**config.mk**
```make
export PLATFORM = sky130hd
export DESIGN_NAME = branch_unit_top
export DESIGN_NICKNAME = d
export VERILOG_FILES = /design/src/rtl/branch_pkg.sv /design/src/rtl/prio_enc.sv /design/src/rtl/branch_rs.sv /design/src/rtl/branch_resolver.sv /design/src/rtl/branch_unit_top.sv
export SDC_FILE = /design/constraint.sdc
export NUM_CORES = 2
export LEC_CHECK = 0
export BUFFER_PORTS_ARGS = -buffer_cell sky130_fd_sc_hd__clkbuf_2
export CORE_MARGIN = 8
export CORE_UTILIZATION = 59
export CTS_CLUSTER_DIAMETER = 100
export DETAILED_ROUTE_END_ITERATION = 16
export PLACE_DENSITY = 0.78
export SLEW_MARGIN = 20
export SYNTH_ARGS = -nofsm -noshare
export SYNTH_HDL_FRONTEND = slang
export SYNTH_SLANG_ARGS = --single-unit
```
**constraint.sdc**
```tcl
create_clock -name clk_i -period 7.1 [get_ports clk_i]
set_input_delay 0.71 -clock clk_i [delete_from_list [all_inputs] [get_ports clk_i]]
set_output_delay 0.71 -clock clk_i [all_outputs]
set_load 0.005 [all_outputs]
```
**src/rtl/branch_pkg.sv**
```systemverilog
// Branch unit shared definitions
// Widths, branch and entry-state encodings, and the packed structs that
// carry operands, issue requests, bus results and resolver answers

package branch_pkg;

    // ------------------------------------------------------------------
    // Widths
    // ------------------------------------------------------------------
    localparam int XLEN      = 32;
    localparam int ROB_IDX_W = 5;

    typedef logic [XLEN-1:0]      xlen_t;
    typedef logic [ROB_IDX_W-1:0] rob_idx_t;

    // ------------------------------------------------------------------
    // Encodings
    // ------------------------------------------------------------------
    typedef enum logic [2:0] {
        BEQ, BNE, BLT, BGE, BLTU, BGEU, JAL, JALR
    } branch_type_t;

    // Per-entry state of the reservation station
    typedef enum logic [2:0] {
        EMPTY, RS12_PENDING, RS1_PENDING, RS2_PENDING, EX_REQ, EX_WAIT, COMPLETED
    } rs_state_t;

    // ------------------------------------------------------------------
    // Structs
    // ------------------------------------------------------------------
    // Source operand, value only meaningful once ready is set
    typedef struct packed {
        logic     ready;
        rob_idx_t rob_idx;
        xlen_t    value;
    } op_data_t;

    typedef struct packed {
        branch_type_t branch_type;
        op_data_t     rs1;
        op_data_t     rs2;
        xlen_t        imm;
        rob_idx_t     dest_rob_idx;
        xlen_t        curr_pc;
        xlen_t        pred_target;
        logic         pred_taken;
    } issue_req_t;

    // Used for both the snoop input and the result output
    typedef struct packed {
        rob_idx_t rob_idx;
        xlen_t    res_value;
        logic     taken;
        logic     mispredicted;
        logic     except_raised;
    } cdb_data_t;

    // Resolution rule
    //   taken: always for JAL/JALR, else the named rs1/rs2 compare
    //   target: curr_pc + imm, or (rs1 + imm) with bit 0 cleared for JALR
    //   next_pc: target when taken, curr_pc + 4 otherwise
    //   mispredicted: taken != pred_taken, or both taken and target != pred_target
    //   except_raised: taken with target[1:0] != 0
    typedef struct packed {
        logic  taken;
        logic  mispredicted;
        logic  except_raised;
        xlen_t next_pc;
    } resolve_res_t;

endpackage

```
**src/rtl/prio_enc.sv**
```systemverilog
// Priority encoder
// Returns the index of the lowest asserted input line, with a flag that
// tells whether any line is asserted at all

`timescale 1ns/100ps

module prio_enc #(
    parameter  int N     = 4,
    localparam int ENC_W = $clog2(N)
) (
    input  logic [N-1:0]     lines_i,
    output logic [ENC_W-1:0] enc_o,
    output logic             valid_o
);

    // Scan downwards so the lowest set line wins
    always_comb begin
        enc_o = '0;
        for (int i = N - 1; i >= 0; i--) begin
            if (lines_i[i]) begin
                enc_o = ENC_W'(i);
            end
        end
    end

    assign valid_o = |lines_i;

endmodule

```
**src/rtl/branch_rs.sv**
```systemverilog
// Branch reservation station
// Holds branch and jump instructions until their operands arrive from the
// snoop bus, sends ready entries to the resolver, stores the result and
// drives it onto the CDB. One credit goes back per freed entry.

`timescale 1ns/100ps

module branch_rs #(
    parameter  int DEPTH = 4,
    localparam int IDX_W = $clog2(DEPTH)
) (
    input  logic                     clk_i,
    input  logic                     rst_n_i,
    input  logic                     flush_i,

    // Issue side, credit based
    input  logic                     issue_valid_i,
    input  branch_pkg::issue_req_t   issue_i,
    output logic                     credit_o,

    // Snoop bus and CDB output
    input  logic                     cdb_valid_i,
    input  branch_pkg::cdb_data_t    cdb_data_i,
    input  logic                     cdb_ready_i,
    output logic                     cdb_valid_o,
    output branch_pkg::cdb_data_t    cdb_data_o,

    // Resolver
    output logic                     ex_valid_o,
    output branch_pkg::issue_req_t   ex_req_o,
    output logic [IDX_W-1:0]         ex_idx_o,
    input  logic                     res_valid_i,
    input  logic [IDX_W-1:0]         res_idx_i,
    input  branch_pkg::resolve_res_t res_i
);

    typedef logic [IDX_W-1:0] idx_t;

    // Stored instruction and its result
    typedef struct packed {
        branch_pkg::issue_req_t   req;
        branch_pkg::resolve_res_t res;
    } entry_t;

    entry_t                entry_q [DEPTH];
    branch_pkg::rs_state_t state_q [DEPTH];
    branch_pkg::rs_state_t state_d [DEPTH];

    // Selector inputs
    logic [DEPTH-1:0] empty_lines;
    logic [DEPTH-1:0] ex_lines;
    logic [DEPTH-1:0] cdb_lines;

    idx_t free_idx;
    idx_t ex_idx;
    idx_t cdb_idx;
    logic free_valid;
    logic ex_any;
    logic cdb_any;

    // Per-entry write enables
    logic [DEPTH-1:0] ins_en;
    logic [DEPTH-1:0] rs1_en;
    logic [DEPTH-1:0] rs2_en;
    logic [DEPTH-1:0] res_en;
    logic [DEPTH-1:0] match_rs1;
    logic [DEPTH-1:0] match_rs2;

    logic insert;
    logic remove;
    logic credit_q;

    assign insert = issue_valid_i & free_valid;
    assign remove = cdb_valid_o & cdb_ready_i;

    always_comb begin
        for (int i = 0; i < DEPTH; i++) begin
            empty_lines[i] = (state_q[i] == branch_pkg::EMPTY);
            ex_lines[i]    = (state_q[i] == branch_pkg::EX_REQ);
            cdb_lines[i]   = (state_q[i] == branch_pkg::COMPLETED);
            match_rs1[i]   = cdb_valid_i &&
                             (cdb_data_i.rob_idx == entry_q[i].req.rs1.rob_idx);
            match_rs2[i]   = cdb_valid_i &&
                             (cdb_data_i.rob_idx == entry_q[i].req.rs2.rob_idx);
        end
    end

    // ------------------------------------------------------------------
    // Entry FSMs
    // ------------------------------------------------------------------
    // Only one of insert/remove/result/operand can apply to an entry in a
    // given state, which gives the insert > remove > result > operand order
    always_comb begin
        for (int i = 0; i < DEPTH; i++) begin
            state_d[i] = state_q[i];
            ins_en[i]  = 1'b0;
            rs1_en[i]  = 1'b0;
            rs2_en[i]  = 1'b0;
            res_en[i]  = 1'b0;
            case (state_q[i])
                branch_pkg::EMPTY: begin
                    if (insert && free_idx == idx_t'(i)) begin
                        ins_en[i] = 1'b1;
                        case ({issue_i.rs1.ready, issue_i.rs2.ready})
                            2'b11:   state_d[i] = branch_pkg::EX_REQ;
                            2'b01:   state_d[i] = branch_pkg::RS1_PENDING;
                            2'b10:   state_d[i] = branch_pkg::RS2_PENDING;
                            default: state_d[i] = branch_pkg::RS12_PENDING;
                        endcase
                    end
                end
                branch_pkg::RS12_PENDING: begin
                    rs1_en[i] = match_rs1[i];
                    rs2_en[i] = match_rs2[i];
                    if (match_rs1[i] && match_rs2[i]) begin
                        state_d[i] = branch_pkg::EX_REQ;
                    end else if (match_rs1[i]) begin
                        state_d[i] = branch_pkg::RS2_PENDING;
                    end else if (match_rs2[i]) begin
                        state_d[i] = branch_pkg::RS1_PENDING;
                    end
                end
                branch_pkg::RS1_PENDING: begin
                    if (match_rs1[i]) begin
                        rs1_en[i]  = 1'b1;
                        state_d[i] = branch_pkg::EX_REQ;
                    end
                end
                branch_pkg::RS2_PENDING: begin
                    if (match_rs2[i]) begin
                        rs2_en[i]  = 1'b1;
                        state_d[i] = branch_pkg::EX_REQ;
                    end
                end
                branch_pkg::EX_REQ: begin
                    // Resolver always accepts
                    if (ex_idx == idx_t'(i)) begin
                        state_d[i] = branch_pkg::EX_WAIT;
                    end
                end
                branch_pkg::EX_WAIT: begin
                    if (res_valid_i && res_idx_i == idx_t'(i)) begin
                        res_en[i]  = 1'b1;
                        state_d[i] = branch_pkg::COMPLETED;
                    end
                end
                branch_pkg::COMPLETED: begin
                    if (remove && cdb_idx == idx_t'(i)) begin
                        state_d[i] = branch_pkg::EMPTY;
                    end
                end
                default: state_d[i] = branch_pkg::EMPTY;
            endcase
        end
    end

    always_ff @(posedge clk_i or negedge rst_n_i) begin
        if (!rst_n_i) begin
            for (int i = 0; i < DEPTH; i++) begin
                state_q[i] <= branch_pkg::EMPTY;
            end
        end else if (flush_i) begin
            for (int i = 0; i < DEPTH; i++) begin
                state_q[i] <= branch_pkg::EMPTY;
            end
        end else begin
            for (int i = 0; i < DEPTH; i++) begin
                state_q[i] <= state_d[i];
            end
        end
    end

    // ------------------------------------------------------------------
    // Entry payload
    // ------------------------------------------------------------------
    always_ff @(posedge clk_i) begin
        for (int i = 0; i < DEPTH; i++) begin
            if (ins_en[i]) begin
                entry_q[i].req <= issue_i;
            end
            if (rs1_en[i]) begin
                entry_q[i].req.rs1.value <= cdb_data_i.res_value;
                entry_q[i].req.rs1.ready <= 1'b1;
            end
            if (rs2_en[i]) begin
                entry_q[i].req.rs2.value <= cdb_data_i.res_value;
                entry_q[i].req.rs2.ready <= 1'b1;
            end
            if (res_en[i]) begin
                entry_q[i].res <= res_i;
            end
        end
    end

    // One credit per freed entry, none for a flush
    always_ff @(posedge clk_i or negedge rst_n_i) begin
        if (!rst_n_i) begin
            credit_q <= 1'b0;
        end else begin
            credit_q <= remove & ~flush_i;
        end
    end

    assign credit_o = credit_q;

    // ------------------------------------------------------------------
    // Outputs
    // ------------------------------------------------------------------
    assign ex_valid_o = ex_any;
    assign ex_idx_o   = ex_idx;
    assign ex_req_o   = entry_q[ex_idx].req;

    assign cdb_valid_o = cdb_any;

    always_comb begin
        cdb_data_o.rob_idx       = entry_q[cdb_idx].req.dest_rob_idx;
        cdb_data_o.res_value     = entry_q[cdb_idx].res.next_pc;
        cdb_data_o.taken         = entry_q[cdb_idx].res.taken;
        cdb_data_o.mispredicted  = entry_q[cdb_idx].res.mispredicted;
        cdb_data_o.except_raised = entry_q[cdb_idx].res.except_raised;
    end

    // Free slot, entry to execute, entry for the CDB
    prio_enc #(.N(DEPTH)) i_free_sel (
        .lines_i (empty_lines),
        .enc_o   (free_idx),
        .valid_o (free_valid)
    );

    prio_enc #(.N(DEPTH)) i_ex_sel (
        .lines_i (ex_lines),
        .enc_o   (ex_idx),
        .valid_o (ex_any)
    );

    prio_enc #(.N(DEPTH)) i_cdb_sel (
        .lines_i (cdb_lines),
        .enc_o   (cdb_idx),
        .valid_o (cdb_any)
    );

endmodule

```
**src/rtl/branch_resolver.sv**
```systemverilog
// Branch resolver
// Two-stage pipeline: stage 1 evaluates the condition and the target,
// stage 2 forms next PC, misprediction and misaligned-target exception.
// Results come out two cycles after the request.

`timescale 1ns/100ps

module branch_resolver #(
    parameter  int DEPTH = 4,
    localparam int IDX_W = $clog2(DEPTH)
) (
    input  logic                     clk_i,
    input  logic                     rst_n_i,
    input  logic                     flush_i,
    input  logic                     ex_valid_i,
    input  branch_pkg::issue_req_t   ex_req_i,
    input  logic [IDX_W-1:0]         ex_idx_i,
    output logic                     res_valid_o,
    output logic [IDX_W-1:0]         res_idx_o,
    output branch_pkg::resolve_res_t res_o
);

    // Stage 1 payload
    typedef struct packed {
        logic [IDX_W-1:0]  idx;
        logic              taken;
        branch_pkg::xlen_t target;
        branch_pkg::xlen_t curr_pc;
        branch_pkg::xlen_t pred_target;
        logic              pred_taken;
    } s1_t;

    branch_pkg::xlen_t        rs1;
    branch_pkg::xlen_t        rs2;
    branch_pkg::xlen_t        jalr_sum;
    logic                     cond;
    s1_t                      s1_d;
    s1_t                      s1_q;
    logic                     s1_valid_q;
    branch_pkg::resolve_res_t s2_d;
    branch_pkg::resolve_res_t s2_q;
    logic [IDX_W-1:0]         s2_idx_q;
    logic                     s2_valid_q;

    assign rs1 = ex_req_i.rs1.value;
    assign rs2 = ex_req_i.rs2.value;
    assign jalr_sum = rs1 + ex_req_i.imm;

    // ------------------------------------------------------------------
    // Stage 1
    // ------------------------------------------------------------------
    always_comb begin
        case (ex_req_i.branch_type)
            branch_pkg::BEQ:  cond = (rs1 == rs2);
            branch_pkg::BNE:  cond = (rs1 != rs2);
            branch_pkg::BLT:  cond = ($signed(rs1) < $signed(rs2));
            branch_pkg::BGE:  cond = ($signed(rs1) >= $signed(rs2));
            branch_pkg::BLTU: cond = (rs1 < rs2);
            branch_pkg::BGEU: cond = (rs1 >= rs2);
            default:          cond = 1'b1;  // JAL, JALR
        endcase
    end

    always_comb begin
        s1_d.idx         = ex_idx_i;
        s1_d.taken       = cond;
        s1_d.curr_pc     = ex_req_i.curr_pc;
        s1_d.pred_target = ex_req_i.pred_target;
        s1_d.pred_taken  = ex_req_i.pred_taken;
        if (ex_req_i.branch_type == branch_pkg::JALR) begin
            s1_d.target = {jalr_sum[branch_pkg::XLEN-1:1], 1'b0};
        end else begin
            s1_d.target = ex_req_i.curr_pc + ex_req_i.imm;
        end
    end

    // ------------------------------------------------------------------
    // Stage 2
    // ------------------------------------------------------------------
    always_comb begin
        s2_d.taken         = s1_q.taken;
        s2_d.next_pc       = s1_q.taken ? s1_q.target : s1_q.curr_pc + 32'd4;
        s2_d.mispredicted  = (s1_q.taken != s1_q.pred_taken) ||
                             (s1_q.taken && s1_q.target != s1_q.pred_target);
        s2_d.except_raised = s1_q.taken && (s1_q.target[1:0] != 2'b00);
    end

    // Valid bits, cleared by a flush
    always_ff @(posedge clk_i or negedge rst_n_i) begin
        if (!rst_n_i) begin
            s1_valid_q <= 1'b0;
            s2_valid_q <= 1'b0;
        end else if (flush_i) begin
            s1_valid_q <= 1'b0;
            s2_valid_q <= 1'b0;
        end else begin
            s1_valid_q <= ex_valid_i;
            s2_valid_q <= s1_valid_q;
        end
    end

    always_ff @(posedge clk_i) begin
        s1_q     <= s1_d;
        s2_q     <= s2_d;
        s2_idx_q <= s1_q.idx;
    end

    assign res_valid_o = s2_valid_q;
    assign res_idx_o   = s2_idx_q;
    assign res_o       = s2_q;

endmodule

```
**src/rtl/branch_unit_top.sv**
```systemverilog
// Branch unit top level
// Reservation station feeding the two-stage resolver, with credit-based
// issue, snoop input and valid/ready CDB output

`timescale 1ns/100ps

module branch_unit_top #(
    parameter  int DEPTH = 4,
    localparam int IDX_W = $clog2(DEPTH)
) (
    input  logic                   clk_i,
    input  logic                   rst_n_i,
    input  logic                   flush_i,

    // Issue side
    input  logic                   issue_valid_i,
    input  branch_pkg::issue_req_t issue_i,
    output logic                   credit_o,

    // Snoop bus and CDB output
    input  logic                   cdb_valid_i,
    input  branch_pkg::cdb_data_t  cdb_data_i,
    input  logic                   cdb_ready_i,
    output logic                   cdb_valid_o,
    output branch_pkg::cdb_data_t  cdb_data_o
);

    // Station to resolver and back
    logic                     ex_valid;
    branch_pkg::issue_req_t   ex_req;
    logic [IDX_W-1:0]         ex_idx;
    logic                     res_valid;
    logic [IDX_W-1:0]         res_idx;
    branch_pkg::resolve_res_t res;

    branch_rs #(.DEPTH(DEPTH)) i_branch_rs (
        .clk_i         (clk_i),
        .rst_n_i       (rst_n_i),
        .flush_i       (flush_i),
        .issue_valid_i (issue_valid_i),
        .issue_i       (issue_i),
        .credit_o      (credit_o),
        .cdb_valid_i   (cdb_valid_i),
        .cdb_data_i    (cdb_data_i),
        .cdb_ready_i   (cdb_ready_i),
        .cdb_valid_o   (cdb_valid_o),
        .cdb_data_o    (cdb_data_o),
        .ex_valid_o    (ex_valid),
        .ex_req_o      (ex_req),
        .ex_idx_o      (ex_idx),
        .res_valid_i   (res_valid),
        .res_idx_i     (res_idx),
        .res_i         (res)
    );

    branch_resolver #(.DEPTH(DEPTH)) i_branch_resolver (
        .clk_i       (clk_i),
        .rst_n_i     (rst_n_i),
        .flush_i     (flush_i),
        .ex_valid_i  (ex_valid),
        .ex_req_i    (ex_req),
        .ex_idx_i    (ex_idx),
        .res_valid_o (res_valid),
        .res_idx_o   (res_idx),
        .res_o       (res)
    );

endmodule

```
==> metrics.md <==
| Metric | Value |
|---|---|
| Run status | complete, no violations |
| CTS H-tree lvls | 3 |
| DIE AREA | 81300 µm² |
| Cell with the most instances after synthesis | edfxtp_1 |
| RSZ-0062 raised after global routing | no |
| Sink Count | 1008 |
| Required @ worst endpoint | 7.63 ns |
| Clock latency on the worst-skew pair | 0.65 ns |
| Layout Nets | 3632 |
| Max FO, Critical Path | 19 |
| Initial antenna violation count | 24 |
| Critical hold path startpoint | issue_i[179] |
| TritonCTS clock tree | yes |
| DP HPWL | 76200 µm |
| Share of cells above drive strength 1 | 20.8% |
| Pint | 14100 µW |
| Hold crit path type | input port to register |
| RR Endpoint | i_branch_resolver.s1_q[97]$_DFF_P_ |
| Post-CTS resize count | 0 |
| Mapped Area | 42700 µm² |
| Number of register bits inferred by synthesis | 1008 |
| Sequential area share after synthesis | 67.5% |
| Finish-stage setup viols | 0 |
| Initial Util | 59.7% |
| Critical Path Sink Type | register |
| Sw Share | 38.3% |
| P per Cell Area | 473 nW/µm² |
| Hold depth | 1 |
| WHS Endpoint | i_branch_rs.entry_q[0][214]$_DFFE_PP_ |
| Clock Skews | 0.0200 ns |
| Syn_area_per_cell | 14.0 µm² |
| Clk pin slew, worst setup/hold paths | 0.06 ns |
| Routed via count | 28.0k |
| Setup TNS | 0 ns |
| Die Ht | 285 µm |
| Tmin final | 6.13 ns |
| Chip Width | 285 µm |
| Asr flop ratio synth | 1.49% |
| Site Rows | 98 |
| Fmax | 0.163 GHz |
| Slew Viols, Final | 0 |
| Final Non-Filler Cells | 4354 |
| Gr usage total | 27.5% |
| Max Cap Viol | 0 |
| Share of the synthesized area in the top cell type | 60.2% |
| Max clock buf depth | 3 |
| ANT nets after route | 0 |
| Worst setup SP type | register |
| Cell count after synthesis | 3042 |
| Fillers | 4968 |
| DRT iter0 DRCs | 3595 |
| Root Driver | clkbuf_16 |
| Reg2reg start | i_branch_rs.state_q[6]$_DFFE_PN0P_ |
| Synth area leaders | edfxtp_1 (60%), dfxtp_1 (6.4%), mux2_2 (5.2%) |
| Psw | 8760 µW |
| CP Launch Point | i_branch_rs.state_q[6]$_DFFE_PN0P_ |
| Arr. time, crit path | 6.66 ns |
| Endpoints failing hold | 0 |
| Gpl congestion | 0.951 |
| Number of synthesized flops with an enable pin | 856 |
| Leading area contributor after synthesis | edfxtp_1 |
| FF-to-FF setup slack | 0.97 ns |
| Area Growth Syn to Fin | 13.2% |
| Syn Nets | 3368 |
| Ports | 269 |
| Combinational share of power | 40.3% |
| Final period util | 86.4% |
| DR DRC count | 0 |
| Worst-margin pin slew | 1.15 ns |
| PortBufs | 265 |
| Core ar. | 71600 µm² |
| Synth cell count leaders | edfxtp_1 (856), nand2_1 (428), mux2_2 (198) |
| DP Cell Count | 4155 |
| Cells along the critical path | or3b_1 > nand2_1 > nor2_4 > buf_4 > a222oi_1 > a21boi_0 > ha_1 > a21o_1 > a21o_1 > a21oi_1 > o21ai_0 > a31oi_1 > o32ai_1 > nor4_1 > mux2i_1 > a31oi_1 > a2bb2oi_1 |
| Slew HR | 22.9% |
| CP max stage cell | nor4_1 |
| Post-synth cell types | 85 |
| Total grt overflow | 0 |
| Reg2reg path depth | 17 |
| Primary FF master, synth | edfxtp_1 |
| CTS Buf Count | 98 |
| WL/cell | 26.7 µm |
| Number of global-route vias before repair | 27.8k |
| Yosys warnings | 0 |
| Reg power frac | 37.6% |
| Vias/cell | 6.43 |
| Largest net degree at the start of global routing | 106 |
| Clk pwr share | 22.0% |
| Drt total wl | 116000 µm |
| Lkg Pwr | 0.0177 µW |
| DR pass1 iterations | 10 |
| CP peak stage delay | 0.90 ns |
| Global-route wire length before repair | 172000 µm |
| Critical path class | register to register |
| VDD IR max | 267 µV |
==> through the flow <==
step | power [µW] | util [%] | hold WS (ns) | cell area [µm²] | setup WS [ns]
detailed placement | 17700 | 63.1 | 0.318 | 45200 | 1.25
floorplan | 14700 | - | 0.310 | 42700 | 2.01
global route | 24000 | 67.5 | 0.260 | 48400 | 0.897
CTS | 22800 | 67.5 | 0.251 | 48300 | 1.16
finish | 22900 | 67.5 | 0.278 | 48400 | 0.968
global placement | 17400 | 63.1 | 0.312 | 45200 | 1.36
==> logic make-up (layout without fill, tap and decap cells) <==
| family | after synthesis | in the layout | synth area share [%] |
|---|---|---|---|
| muxes | 209 | 209 | 5.48 |
| other | 0 | 18 | 0 |
| xor gates and xnor gates | 151 | 151 | 3.10 |
| buffers and inverters | 189 | 533 | 1.75 |
| adders and majority gates | 99 | 99 | 2.93 |
| and+or+nand+nor | 771 | 771 | 8.06 |
| DFF | 1008 | 1008 | 67.5 |
| AOI/OAI and AO/OA | 615 | 615 | 11.2 |
==> state kept, by name (all words and copies together) (netlist names) <==
signal                         cells
i_branch_resolver.res_valid_o      1
i_branch_resolver.s1_valid_q       1
i_branch_rs.credit_o               1
i_branch_resolver.res_o           35
i_branch_resolver.s1_q           100
i_branch_rs.entry_q              856
i_branch_rs.state_q               12
i_branch_resolver.res_idx_o        2
==> what timing repair did <==
| action | CTS | global route |
|---|---|---|
| setup buffers | 0 | 0 |
| endpoints found under the hold margin | 15 | 0 |
| hold buffers | 1 | 0 |
==> final cells by class <==
class                      instances  area, µm²  area share (%)
multi-input combinational       1845      13300            27.4
clock inverter                    39        313           0.647
clock buffer                     141       2810            5.81
sequential                      1008      28800            59.6
timing repair buffer             317       1780            3.68
inverter                          36        143           0.295
antenna                           18       45.0          0.0931
tap                              950       1190            2.46
==> cells in the final DEF, fill, tap and decap left out, types with 17 or more instances in the layout <==
cell type / instances
clkbuf_1: 26
a21oi_1: 87
edfxtp_1: 856
dfxtp_1: 136
buf_4: 46
nand2_1: 428
a222oi_1: 176
nor2_1: 121
nand4_1: 27
nand2b_1: 18
clkbuf_2: 267
diode_2: 18
clkbuf_16: 102
clkinv_2: 17
ha_1: 97
a22o_1: 64
o21ai_0: 82
nor4_1: 17
a21o_1: 33
o22ai_1: 20
nand3_1: 36
a21boi_0: 31
mux2_2: 198
nor3_1: 36
inv_1: 33
xor2_1: 80
and3_1: 18
xnor2_1: 71
==> power groups by stage <==
stage	Sequential (µW)	Combinational, µW	Clock, µW
floorplan	8490	6220	0
global placement	8630	8810	0
detailed placement	8710	9020	0
CTS	8600	9100	5090
global route	8700	9970	5330
finish	8610	9230	5040
==> how the worst max path moves through the flow <==
stage,cells after the start,end,slack [ns]
after floorplan,6,i_branch_rs.entry_q[2][159]$_DFFE_PP_,2.01
after global placement,17,i_branch_resolver.s1_q[97]$_DFF_P_,1.36
after detailed placement,17,i_branch_resolver.s1_q[97]$_DFF_P_,1.25
after CTS,17,i_branch_resolver.s1_q[97]$_DFF_P_,1.16
after global routing,17,i_branch_resolver.s1_q[97]$_DFF_P_,0.90
final,17,i_branch_resolver.s1_q[97]$_DFF_P_,0.97
==> routing by layer <==
metal  track usage [%]  routed length, µm  up-vias
met3              5.50              11300      232
met2              45.5              56600     1570
met1              36.0              44200    13800
met5                 0                103        -
met4              10.4               4090       14
li1                  -                  -    12400
==> worst max-delay path, delay by kind of cell (launching register included) <==
family	cells	cell delay, ns
simple gates	4	2.47
fa+ha+maj	1	0.26
buf+inv	1	0.42
flops	1	0.76
compound gates	10	1.78
mux	1	0.29
(Power assumes the default switching activity.)
